<file path="src/logic/link_pkg.sv">
// shared constants and types for the single clock master link kernel; changing depth also changes start credits
package link_pkg;

  // --------------------------------------------------
  // link geometry
  // --------------------------------------------------

  // number of source synchronous channels
  localparam int link_channels_lp = 2;

  // bits per line and core word
  localparam int channel_width_lp = 8;

  // receive fifo holds 2**lg words
  localparam int lg_fifo_depth_lp = 3;
  localparam int fifo_depth_lp = 1 << lg_fifo_depth_lp;

  // sender starts with one credit per far side fifo slot
  localparam int start_credits_lp = fifo_depth_lp;

  // one token stands for 2**lg dequeues
  localparam int lg_token_decimation_lp = 1;
  localparam int token_credits_lp = 1 << lg_token_decimation_lp;

  // --------------------------------------------------
  // calibration timing
  // --------------------------------------------------

  // idle cycles between reset release and prepare
  localparam int wait_after_reset_lp = 16;

  // cycles that slave reset and channel resets are held
  localparam int prepare_cycles_lp = 32;

  // the longer of the two phases sets the counter width
  localparam int calib_cnt_width_lp = $clog2(prepare_cycles_lp);

  // --------------------------------------------------
  // types
  // --------------------------------------------------

  typedef logic [channel_width_lp-1:0] data_t;

  // one bit per channel
  typedef logic [link_channels_lp-1:0] chan_vec_t;

  // holds 0 to fifo_depth_lp inclusive
  typedef logic [lg_fifo_depth_lp:0] credit_t;

  typedef enum logic [1:0] {
    calib_wait,
    calib_prepare,
    calib_done
  } calib_state_e;

endpackage

</file>
<file path="src/logic/link_calib_ctrl.sv">
// fixed length sequence only; no per channel tests or timeout and no restart short of a reset
`timescale 1ns/1ns

module link_calib_ctrl
  import link_pkg::*;
  (input  logic io_master_clk_i
  ,input  logic rst_n_i
  ,output logic slave_reset_o
  ,output logic link_up_o
  );

  // --------------------------------------------------
  // sequencer state
  // --------------------------------------------------

  calib_state_e                  state_r;
  logic [calib_cnt_width_lp-1:0] cnt_r;

  // last count value of each timed phase
  localparam logic [calib_cnt_width_lp-1:0] wait_last_lp =
    calib_cnt_width_lp'(wait_after_reset_lp - 1);
  localparam logic [calib_cnt_width_lp-1:0] prepare_last_lp =
    calib_cnt_width_lp'(prepare_cycles_lp - 1);

  // wait -> prepare -> done and then stay in done
  always_ff @(posedge io_master_clk_i) begin
    if (!rst_n_i) begin
      state_r <= calib_wait;
      cnt_r   <= '0;
    end else begin
      case (state_r)
        calib_wait: begin
          // counter restarts so prepare is timed from zero
          if (cnt_r == wait_last_lp) begin
            state_r <= calib_prepare;
            cnt_r   <= '0;
          end else begin
            cnt_r <= cnt_r + 1'b1;
          end
        end
        calib_prepare: begin
          if (cnt_r == prepare_last_lp) begin
            state_r <= calib_done;
            cnt_r   <= '0;
          end else begin
            cnt_r <= cnt_r + 1'b1;
          end
        end
        // done is terminal and the counter parks
        default: begin
          state_r <= calib_done;
        end
      endcase
    end
  end

  // --------------------------------------------------
  // registered outputs
  // --------------------------------------------------

  // one cycle behind the state so the line sees clean edges
  always_ff @(posedge io_master_clk_i) begin
    if (!rst_n_i) begin
      slave_reset_o <= 1'b0;
      link_up_o     <= 1'b0;
    end else begin
      slave_reset_o <= (state_r == calib_prepare);
      link_up_o     <= (state_r == calib_done);
    end
  end

endmodule

</file>
<file path="src/logic/link_credit_out.sv">
// sender must not get more tokens back than words it sent; credits are not saturated
`timescale 1ns/1ns

module link_credit_out
  import link_pkg::*;
  (input  logic  io_master_clk_i
  ,input  logic  rst_n_i
  ,input  logic  link_up_i

  // core side valid/ready
  ,input  logic  valid_i
  ,input  data_t data_i
  ,output logic  ready_o

  // one pulse per returned token
  ,input  logic  token_i

  // line side
  ,output logic  tline_valid_o
  ,output data_t tline_data_o
  );

  // --------------------------------------------------
  // credit counter
  // --------------------------------------------------

  credit_t credits_r;
  credit_t token_add;
  logic    accept;

  // a word may go out only with a free far side slot
  assign ready_o = link_up_i & (credits_r != '0);
  assign accept  = valid_i & ready_o;

  // each token is worth a whole decimation group
  assign token_add = token_i ? credit_t'(token_credits_lp) : '0;

  // reload while the link is down since the far fifo is being emptied
  always_ff @(posedge io_master_clk_i) begin
    if (!rst_n_i || !link_up_i) begin
      credits_r <= credit_t'(start_credits_lp);
    end else begin
      // token and accept may land on the same edge
      credits_r <= credits_r + token_add - credit_t'(accept);
    end
  end

  // --------------------------------------------------
  // line launch registers
  // --------------------------------------------------

  // valid follows acceptance one cycle later
  always_ff @(posedge io_master_clk_i) begin
    if (!rst_n_i) begin
      tline_valid_o <= 1'b0;
    end else begin
      tline_valid_o <= accept;
    end
  end

  // data only moves on an accepted word
  // stale data stays on idle cycles
  always_ff @(posedge io_master_clk_i) begin
    if (accept) begin
      tline_data_o <= data_i;
    end
  end

endmodule

</file>
<file path="src/logic/link_token_in.sv">
// words that arrive into a full fifo are dropped; the far side credit count must prevent that
`timescale 1ns/1ns

module link_token_in
  import link_pkg::*;
  (input  logic  io_master_clk_i
  ,input  logic  rst_n_i
  ,input  logic  link_up_i

  // line side
  ,input  logic  tline_valid_i
  ,input  data_t tline_data_i

  // core side valid/yumi
  ,output logic  valid_o
  ,output data_t data_o
  ,input  logic  yumi_i

  // token back to the sender
  ,output logic  token_o
  );

  // --------------------------------------------------
  // receive fifo
  // --------------------------------------------------

  data_t                       mem_r [fifo_depth_lp];
  logic [lg_fifo_depth_lp-1:0] wr_ptr_r;
  logic [lg_fifo_depth_lp-1:0] rd_ptr_r;
  credit_t                     count_r;
  logic                        full;
  logic                        enq;
  logic                        deq;

  assign full    = (count_r == credit_t'(fifo_depth_lp));
  assign valid_o = (count_r != '0);
  assign data_o  = mem_r[rd_ptr_r];

  // no writes until calibration is over
  assign enq = tline_valid_i & link_up_i & ~full;
  // yumi is only legal with valid but guard anyway
  assign deq = yumi_i & valid_o;

  // storage has no reset
  always_ff @(posedge io_master_clk_i) begin
    if (enq) begin
      mem_r[wr_ptr_r] <= tline_data_i;
    end
  end

  // pointers wrap on their own since depth is a power of two
  always_ff @(posedge io_master_clk_i) begin
    if (!rst_n_i || !link_up_i) begin
      wr_ptr_r <= '0;
      rd_ptr_r <= '0;
      count_r  <= '0;
    end else begin
      if (enq) begin
        wr_ptr_r <= wr_ptr_r + 1'b1;
      end
      if (deq) begin
        rd_ptr_r <= rd_ptr_r + 1'b1;
      end
      // simultaneous enq and deq leaves the count alone
      count_r <= count_r + credit_t'(enq) - credit_t'(deq);
    end
  end

  // --------------------------------------------------
  // token decimation
  // --------------------------------------------------

  logic [lg_token_decimation_lp-1:0] deq_cnt_r;
  logic                              wrap;

  // last dequeue of a group
  assign wrap = deq & (&deq_cnt_r);

  always_ff @(posedge io_master_clk_i) begin
    if (!rst_n_i || !link_up_i) begin
      deq_cnt_r <= '0;
      token_o   <= 1'b0;
    end else begin
      if (deq) begin
        deq_cnt_r <= deq_cnt_r + 1'b1;
      end
      // single cycle pulse the cycle after the wrap
      token_o <= wrap;
    end
  end

endmodule

</file>
<file path="src/logic/link_channel.sv">
// one channel; in loopback the core side is cut off in both directions
`timescale 1ns/1ns

module link_channel
  import link_pkg::*;
  (input  logic  io_master_clk_i
  ,input  logic  rst_n_i
  ,input  logic  link_up_i
  ,input  logic  loopback_en_i

  // core in
  ,input  logic  core_valid_i
  ,input  data_t core_data_i
  ,output logic  core_ready_o

  // core out
  ,output logic  core_valid_o
  ,output data_t core_data_o
  ,input  logic  core_yumi_i

  // line
  ,input  logic  tline_valid_i
  ,input  data_t tline_data_i
  ,output logic  tline_valid_o
  ,output data_t tline_data_o
  ,input  logic  token_i
  ,output logic  token_o
  );

  logic  out_valid;
  data_t out_data;
  logic  out_ready;
  logic  in_valid;
  data_t in_data;
  logic  in_yumi;

  // --------------------------------------------------
  // loopback selection
  // --------------------------------------------------

  // fifo head feeds the sender directly in loopback
  assign out_valid = loopback_en_i ? in_valid : core_valid_i;
  assign out_data  = loopback_en_i ? in_data : core_data_i;
  assign in_yumi   = loopback_en_i ? (out_ready & in_valid) : core_yumi_i;

  // core handshakes stay quiet in loopback
  assign core_ready_o = out_ready & ~loopback_en_i;
  assign core_valid_o = in_valid & ~loopback_en_i;
  assign core_data_o  = in_data;

  link_credit_out credit_out_inst
    (.io_master_clk_i(io_master_clk_i)
    ,.rst_n_i        (rst_n_i)
    ,.link_up_i      (link_up_i)
    ,.valid_i        (out_valid)
    ,.data_i         (out_data)
    ,.ready_o        (out_ready)
    ,.token_i        (token_i)
    ,.tline_valid_o  (tline_valid_o)
    ,.tline_data_o   (tline_data_o)
    );

  link_token_in token_in_inst
    (.io_master_clk_i(io_master_clk_i)
    ,.rst_n_i        (rst_n_i)
    ,.link_up_i      (link_up_i)
    ,.tline_valid_i  (tline_valid_i)
    ,.tline_data_i   (tline_data_i)
    ,.valid_o        (in_valid)
    ,.data_o         (in_data)
    ,.yumi_i         (in_yumi)
    ,.token_o        (token_o)
    );

endmodule

</file>
<file path="src/logic/link_kernel.sv">
// master side only with everything on io_master_clk_i; channels stay in reset until calib_done_o
`timescale 1ns/1ns

module link_kernel
  import link_pkg::*;
  (input  logic      io_master_clk_i
  ,input  logic      rst_n_i
  ,input  chan_vec_t loopback_en_i

  // status
  ,output logic      calib_done_o
  ,output logic      im_slave_reset_tline_o

  // core in
  ,input  chan_vec_t core_valid_i
  ,input  data_t     core_data_i [link_channels_lp-1:0]
  ,output chan_vec_t core_ready_o

  // core out
  ,output chan_vec_t core_valid_o
  ,output data_t     core_data_o [link_channels_lp-1:0]
  ,input  chan_vec_t core_yumi_i

  // line in and token out
  ,input  chan_vec_t io_valid_tline_i
  ,input  data_t     io_data_tline_i [link_channels_lp-1:0]
  ,output chan_vec_t io_token_tline_o

  // line out and token in
  ,output chan_vec_t im_valid_tline_o
  ,output data_t     im_data_tline_o [link_channels_lp-1:0]
  ,input  chan_vec_t token_tline_i
  );

  // --------------------------------------------------
  // calibration
  // --------------------------------------------------

  // also the channel enable
  logic link_up;

  link_calib_ctrl calib_ctrl_inst
    (.io_master_clk_i(io_master_clk_i)
    ,.rst_n_i        (rst_n_i)
    ,.slave_reset_o  (im_slave_reset_tline_o)
    ,.link_up_o      (link_up)
    );

  assign calib_done_o = link_up;

  // --------------------------------------------------
  // channels
  // --------------------------------------------------

  for (genvar i = 0; i < link_channels_lp; i++) begin : ch
    link_channel link_channel_inst
      (.io_master_clk_i(io_master_clk_i)
      ,.rst_n_i        (rst_n_i)
      ,.link_up_i      (link_up)
      ,.loopback_en_i  (loopback_en_i[i])
      ,.core_valid_i   (core_valid_i[i])
      ,.core_data_i    (core_data_i[i])
      ,.core_ready_o   (core_ready_o[i])
      ,.core_valid_o   (core_valid_o[i])
      ,.core_data_o    (core_data_o[i])
      ,.core_yumi_i    (core_yumi_i[i])
      ,.tline_valid_i  (io_valid_tline_i[i])
      ,.tline_data_i   (io_data_tline_i[i])
      ,.tline_valid_o  (im_valid_tline_o[i])
      ,.tline_data_o   (im_data_tline_o[i])
      ,.token_i        (token_tline_i[i])
      ,.token_o        (io_token_tline_o[i])
      );
  end

endmodule

</file>
<file path="config.mk">
export PLATFORM = sky130hd
export DESIGN_NAME = link_kernel
export DESIGN_NICKNAME = d
export VERILOG_FILES = /design/src/logic/link_pkg.sv /design/src/logic/link_calib_ctrl.sv /design/src/logic/link_credit_out.sv /design/src/logic/link_token_in.sv /design/src/logic/link_channel.sv /design/src/logic/link_kernel.sv
export SDC_FILE = /design/constraint.sdc
export NUM_CORES = 1
export LEC_CHECK = 0
export BUFFER_PORTS_ARGS = -buffer_cell sky130_fd_sc_hd__clkbuf_2
export CAP_MARGIN = 20
export CORE_MARGIN = 5
export CORE_UTILIZATION = 53
export DETAILED_ROUTE_END_ITERATION = 12
export GPL_TIMING_DRIVEN = 0
export MAX_ROUTING_LAYER = met4
export PLACE_DENSITY = 0.79
export SETUP_SLACK_MARGIN = 0.15
export SYNTH_ARGS = -nofsm -noshare
export SYNTH_HDL_FRONTEND = slang
export SYNTH_SLANG_ARGS = --single-unit
</file>
<file path="constraint.sdc">
create_clock -name io_master_clk_i -period 2.83 [get_ports io_master_clk_i]
set_clock_uncertainty 0.2 [all_clocks]
set_input_delay 0.1415 -clock io_master_clk_i [delete_from_list [all_inputs] [get_ports io_master_clk_i]]
set_output_delay 0.1415 -clock io_master_clk_i [all_outputs]
set_load 0.05 [all_outputs]
</file>
Word level (Yosys, flattened, before mapping)

Memory sizes are Yosys's and may differ from the RTL's. A register that Yosys moved wholly into a read port is not among the register bits.
Index checks and enable logic that the tools add are counted.

Register bits: 59
RAM bits: 128
Bits of input ports: 44
Word-level logic and storage cells: 99
Memories: 2

Add/subtract/negate cells: 15
Eq/ne operators: 8
Mux-type cells: 22
Bitwise logic cells: 22
Reduce and logical (&&, ||, !) cells: 10

Memories:

| memory                                      | depth | bits a word | rd ports | clocked after memory_dff | wr ports | RTL line            | text |
|---|---|---|---|---|---|---|---|
| ch[0].link_channel_inst.token_in_inst.mem_r | 8     | 8           | 1        | 1                        | 1        | link_token_in.sv:27 | `data_t mem_r [fifo_depth_lp];` |
| ch[1].link_channel_inst.token_in_inst.mem_r | 8     | 8           | 1        | 1                        | 1        | link_token_in.sv:27 |  |

Operator list:

| operator                                               | count |
|---|---|
| bitwise AND 1 bit                                      | 18 |
| two-way mux 8 bit                                      | 2 |
| nonzero test 4 bit                                     | 4 |
| subtractor 4 x 1 -> 4 bit                              | 4 |
| adder 3 x 1 -> 3 bit (second input constant)           | 4 |
| two-way mux 3 bit                                      | 4 |
| two-way mux 5 bit                                      | 2 |
| one-hot mux 5 bit (2 select lines)                     | 1 |
| adder 4 x 1 -> 4 bit                                   | 2 |
| adder 4 x 2 -> 4 bit                                   | 2 |
| equality test 4 bit (second input constant)            | 2 |
| two-way mux 1 bit                                      | 8 |
| two-way mux 2 bit                                      | 4 |
| adder 5 x 1 -> 5 bit (second input constant)           | 1 |
| equality test 5 x 4 -> 1 bit (second input constant)   | 1 |
| equality test 5 bit (second input constant)            | 1 |
| inequality test 2 x 1 -> 1 bit (second input constant) | 2 |
| NOT 1 bit                                              | 4 |
| one-hot mux 2 bit (2 select lines)                     | 1 |
| adder 1 bit (second input constant)                    | 2 |
| equality test 2 x 1 -> 1 bit (second input constant)   | 1 |
| equality test 2 bit (second input constant)            | 1 |
| zero test 1 bit                                        | 2 |
| zero test 2 bit                                        | 1 |
| 3 further kinds                                        | 3 |

Logic depth before layout (Yosys ltp)

Word-level depth: 7
Gate-level depth with buffers: 12
Depth with buffers taken out: 12

Modules after synthesis

A second synthesis with hierarchy kept.

Cells, all modules: 510
Area total of the unflattened synthesis: 8234.1 um2

By module, submodules not included:

| module          | instances | cells each | area each (um2) | seq. area each (um2) |
|---|---|---|---|---|
| link_token_in   | 2         | 179        | 3221.8          | 2222.1 |
| link_credit_out | 2         | 37         | 510.5           | 340.3 |
| link_calib_ctrl | 1         | 48         | 436.7           | 180.2 |
| link_channel    | 2         | 15         | 166.4           | 0.0 |

Least setup slack after synthesis

OpenSTA, ideal clock, no wires.

Path type: register to register
From: register calib_ctrl_inst.link_up_o
To: register ch[0].link_channel_inst.credit_out_inst.credits_r[2]
Library setup time: 0.115 ns
Arrival time: 2.519 ns
Data required time: 2.515 ns
Setup slack: -0.005 ns
Cell stages (with the launch flop): 9
Path through: dfxtp_1 > clkbuf_1 > nand2b_1 > nor2_1 > ha_1 > inv_1 > ha_1 > fa_1 > and3_1

Cells in the longest elaborated chain, start to end: 3

Ends and longest elaborated chain:

| what                                               | RTL line              | text |
|---|---|---|
| start, declared                                    | link_calib_ctrl.sv:9  | `,output logic link_up_o` |
| start signal, assigned                             | link_calib_ctrl.sv:68 | `link_up_o <= (state_r == calib_done);` |
| bitwise AND 1 bit                                  | link_credit_out.sv:32 | `assign ready_o = link_up_i & (credits_r != '0);` |
| bitwise AND 1 bit                                  | link_credit_out.sv:33 | `assign accept = valid_i & ready_o;` |
| net ch[0].link_channel_inst.credit_out_inst.accept | link_credit_out.sv:29 | `logic accept;` |
| subtractor 4 x 1 -> 4 bit                          | link_credit_out.sv:44 | `credits_r <= credits_r + token_add - credit_t'(accept);` |
| end signal, assigned                               | link_credit_out.sv:41 | `credits_r <= credit_t'(start_credits_lp);` |
| end signal, assigned                               | link_credit_out.sv:44 |  |
| end, declared                                      | link_credit_out.sv:27 | `credit_t credits_r;` |

The timed path passes the listed nets, and every way through them passes these cells.
A chain may end at the register's enable or synchronous reset.

Final worst setup path

From: register ch[1].link_channel_inst.token_in_inst.count_r[2]
To: memory ch[1].link_channel_inst.token_in_inst.mem_r[2][7] (netlist name), enable pin

Cells in the longest elaborated chain, start to end: 5

Ends and longest elaborated chain:

| what                                    | RTL line            | text |
|---|---|---|
| start, declared                         | link_token_in.sv:30 | `credit_t count_r;` |
| start signal, assigned                  | link_token_in.sv:65 | `count_r <= count_r + credit_t'(enq) - credit_t'(deq);` |
| equality test 4 bit                     | link_token_in.sv:35 | `assign full = (count_r == credit_t'(fifo_depth_lp));` |
| NOT 1 bit                               | link_token_in.sv:40 | `assign enq = tline_valid_i & link_up_i & ~full;` |
| bitwise AND 1 bit                       | link_token_in.sv:40 |  |
| two-way mux 1 bit                       | link_token_in.sv:46 | `if (enq) begin` |
| two-way mux 1 bit (not written as such) | link_token_in.sv:47 | `mem_r[wr_ptr_r] <= tline_data_i;` |
| end, declared                           | link_token_in.sv:27 |  |

Every way passes these cells.

==> implementation parameters <==
Parameter                              Value

Critical path
  Crit-path max FO    8
  Data required, critical path    2.69 ns
  CP max-delay cell    sky130_fd_sc_hd__nor2_1
  Crit path kind    flop to flop
  Worst endpoint data arrival time    2.47 ns
  Crit start category    flop
  CP Capture Type    flop
  Maximum single-stage delay on the critical path    0.78 ns
  CP Cell Sequence    inv_1 > ha_1 > or3b_4 > nand3_2 > or2_2 > nor2_1

Hold path
  Type of the worst min-delay path    input port to flop

Layout
  Flip-flop and latch area    5310 um^2
  Nets@finish    775
  Area growth from synthesis to layout    21.6%
  Area occupied by multi-input gates    2590 um^2
  Ant diodes    0
  Fill cells    1,021
  Share of cells above drive strength 1    30.1%
  Cell Count, Final, Fillers Out    900
  Post-layout util    65.5%

Flow run
  Max-cap violations    0

Logic synthesis
  Leading post-synthesis cells by cell area    sky130_fd_sc_hd__edfxtp_1, sky130_fd_sc_hd__dfxtp_1, sky130_fd_sc_hd__mux2_2
  Count of cell types in the netlist    40
  Sequential fraction of the synthesis area    65.0%
  Number of standard cells after synthesis    551
  Post-synthesis instance area    8160 um^2
  Synth warn    0
  Flop and latch count out of synthesis    193
  Synthesized area per cell    14.8 um^2
  Most area-hungry cell type in the Yosys netlist    sky130_fd_sc_hd__edfxtp_1
  Fraction of post-synthesis cell area in the top cell type by area    53.0%
  Syn_nets    627

Route
  DRC violation count after routing    0
  Antenna-violating nets left    0
  Vias per inst    5.45
  Routed Wire Length    16,500 um
  TritonRoute pass-1 iters    4
  Number of DRC markers in iteration 0    279
  Detailed-route via count    4,907
  Per-cell routed wire length    18.3 um

GRT
  Pin count of the biggest net entering global routing    20
  Initial antenna violation count    0
  First-pass GRT wire length    26,200 um
  Sum of overflow across all layers after global routing    0
  Vias in the first global route    5,054
  Overall global routing resource usage    19.6%

Place
  HPWL reported at the end of detailed placement    11,200 um
  Final GP Congestion    0.790
  Cell count after placement    825
  PortBufs    84

STA
  Tightest Pin Transition    1.10 ns
  Min Clock Period, post-route    2.62 ns
  Setup repair after global routing missed its margin    false
  Number of endpoints failing setup at the final stage    0
  Final-layout setup total negative slack    0 ns
  Top achievable clock speed    382 MHz
  Fin crit share    92.4%
  Worst slew margin    26.2%
  Count of endpoints failing hold in the final timing report    0
  Number of max-slew violations in the final report    0

Outcome
  Run status    finished clean

Floorplan
  CORE AREA    15,100 um^2
  Cell row count    45
  Die height    134 um
  Die X    134 um
  Effective utilization at floorplan    53.9%
  I/O pins    86
  Total die area    18,000 um^2

Power and ir drop
  Psw    1.19 mW
  Static leakage power    3.59 nW
  Internal portion of total power    4.47 mW
  Ratio of total power to cell area    570 nW/um^2
  Power share of the sequential group    53.7%
  Worst vdd ir    0.497 mV
  Net switching fraction of the power    21.0%
  Design Power    5.65 mW
  Part of the power in the clock network    43.7%
  Combinational power share    2.6%

Clock tree
  Maximum root-to-sink buffer count    2
  TritonCTS clock tree    done
  Number of buffers created by CTS    17
  Root buf cell    sky130_fd_sc_hd__clkbuf_16
  H-tree depth reported by CTS    4
  Worst-skew pair later-pin latency    0.43 ns
  Clock sink total    193
  Worst-path clk slew    0.07 ns
## state kept, by name, summed over array words and instances, names as in the netlist, named ones only
register	flops
calib_ctrl_inst.cnt_r	5
calib_ctrl_inst.link_up_o	1
ch.link_channel_inst.credit_out_inst.tline_data_o	16
calib_ctrl_inst.state_r	2
ch.link_channel_inst.token_in_inst.wr_ptr_r	6
ch.link_channel_inst.token_in_inst.deq_cnt_r	2
calib_ctrl_inst.slave_reset_o	1
ch.link_channel_inst.credit_out_inst.credits_r	8
ch.link_channel_inst.token_in_inst.count_r	8
ch.link_channel_inst.token_in_inst.rd_ptr_r	6
ch.link_channel_inst.token_in_inst.token_o	2
ch.link_channel_inst.token_in_inst.mem_r	128
ch.link_channel_inst.credit_out_inst.tline_valid_o	2
## kinds of logic after synthesis
kind of cell | after synthesis | synth area share [%]
flip-flops | 193 | 65.0
AND/OR/NAND/NOR | 108 | 6.50
multiplexers | 89 | 11.7
buffers and inverters | 62 | 3.97
AO/OA/AOI/OAI | 52 | 5.98
adder cells (fa/ha/maj) | 32 | 5.27
XOR/XNOR | 15 | 1.61
## stage by stage
step | hold slack [ns] | area, um^2 | setup WS, ns
floorplan | 0.0404 | 8160 | 0.190
finish | 0.0110 | 9920 | 0.214
CTS | 0.0535 | 9890 | 0.167
global placement | 0.211 | 8820 | -0.522
detailed placement | 0.221 | 8840 | -0.640
global route | 0.0291 | 9920 | 0.147
## power by group through the flow
stage	logic [mW]	registers [mW]	clock network [mW]
finish	0.148	3.04	2.47
global route	0.164	3.04	2.62
CTS	0.147	3.04	2.49
detailed placement	0.104	3.10	0
global placement	0.0965	3.10	0
floorplan	0.0411	3.10	0
## per-layer routing
metal	global-route usage, %	vias to the layer above	share of wire [%]
li1	-	2313	-
met1	22.6	2464	41
met2	34.6	111	53
met3	4.31	19	4.6
met4	5.83	0	1.6
met5	-	-	0
## synth_stat cells, drive strengths merged
| master | count |
|---|---|
| nand2 | 16 |
| ha | 28 |
| a21oi | 9 |
| a221oi | 16 |
| a21bo | 1 |
| fa | 4 |
| and3b | 2 |
| mux2i | 41 |
| nand3b | 1 |
| a21o | 2 |
| or2 | 1 |
| clkbuf | 7 |
| o22ai | 16 |
| and2 | 2 |
| o21ai | 4 |
| nand2b | 10 |
| nand4b | 1 |
| mux2 | 48 |
| xor2 | 8 |
| nor2 | 45 |
| edfxtp | 144 |
| nor3 | 6 |
| and3 | 9 |
| buf | 22 |
| a211oi | 2 |
| nand3 | 2 |
| nor3b | 5 |
| or3b | 1 |
| inv | 33 |
| a31o | 2 |
| dfxtp | 49 |
| xnor2 | 7 |
| nor2b | 5 |
| nand4 | 2 |
## path summary, 6_finish.rpt
kind | from | endpoint | slack, ns | cells after the start
max | ch[1].link_channel_inst.token_in_inst.count_r[2]$_SDFF_PP0_ | ch[1].link_channel_inst.token_in_inst.mem_r[2][7]$_DFFE_PP_ | 0.21 | 6
min | core_valid_i[0] | flop | 0.01 | 3
max reg2reg | ch[1].link_channel_inst.token_in_inst.count_r[2]$_SDFF_PP0_ | ch[1].link_channel_inst.token_in_inst.mem_r[2][7]$_DFFE_PP_ | 0.21 | 6
min reg2reg | ch[0].link_channel_inst.token_in_inst.deq_cnt_r$_SDFFE_PP0N_ | ch[0].link_channel_inst.token_in_inst.token_o$_SDFF_PP0_ | 0.30 | 1
## layout make-up
type | count | area share [%]
clock buffers | 17 | 4.29
clock inverters | 15 | 1.87
flip-flops and latches | 193 | 53.5
repair buffers | 129 | 8.55
inverters | 33 | 1.25
plain buffers | 29 | 2.04
well taps | 188 | 2.37
multi-input cells | 296 | 26.1
## worst max-delay path, delay by kind of cell, from the launching register on
family        cells  cell delay [ns]
buf+inv           1             0.06
fa+ha+maj         1             0.20
simple gates      4             1.46
flops             1             0.31
## timing repair
action,in CTS,in global routing
pin swaps,4,1
buffers inserted,3,2
hold buffers,38,0
gates resized for setup,9,6
setup endpoints to repair,11,24
endpoints found under the hold margin,156,0
## layout by cell type (no fill, tap or decap), types with 17 or more instances in the layout
master                          instances
sky130_fd_sc_hd__clkbuf_16             17
sky130_fd_sc_hd__clkbuf_2              86
sky130_fd_sc_hd__dfxtp_1               48
sky130_fd_sc_hd__dlygate4sd3_1         38
sky130_fd_sc_hd__edfxtp_1             144
sky130_fd_sc_hd__ha_1                  28
sky130_fd_sc_hd__inv_1                 33
sky130_fd_sc_hd__mux2_2                40
sky130_fd_sc_hd__mux2i_1               41
sky130_fd_sc_hd__nor2_1                43
Power figures use the tool's default switching activity.
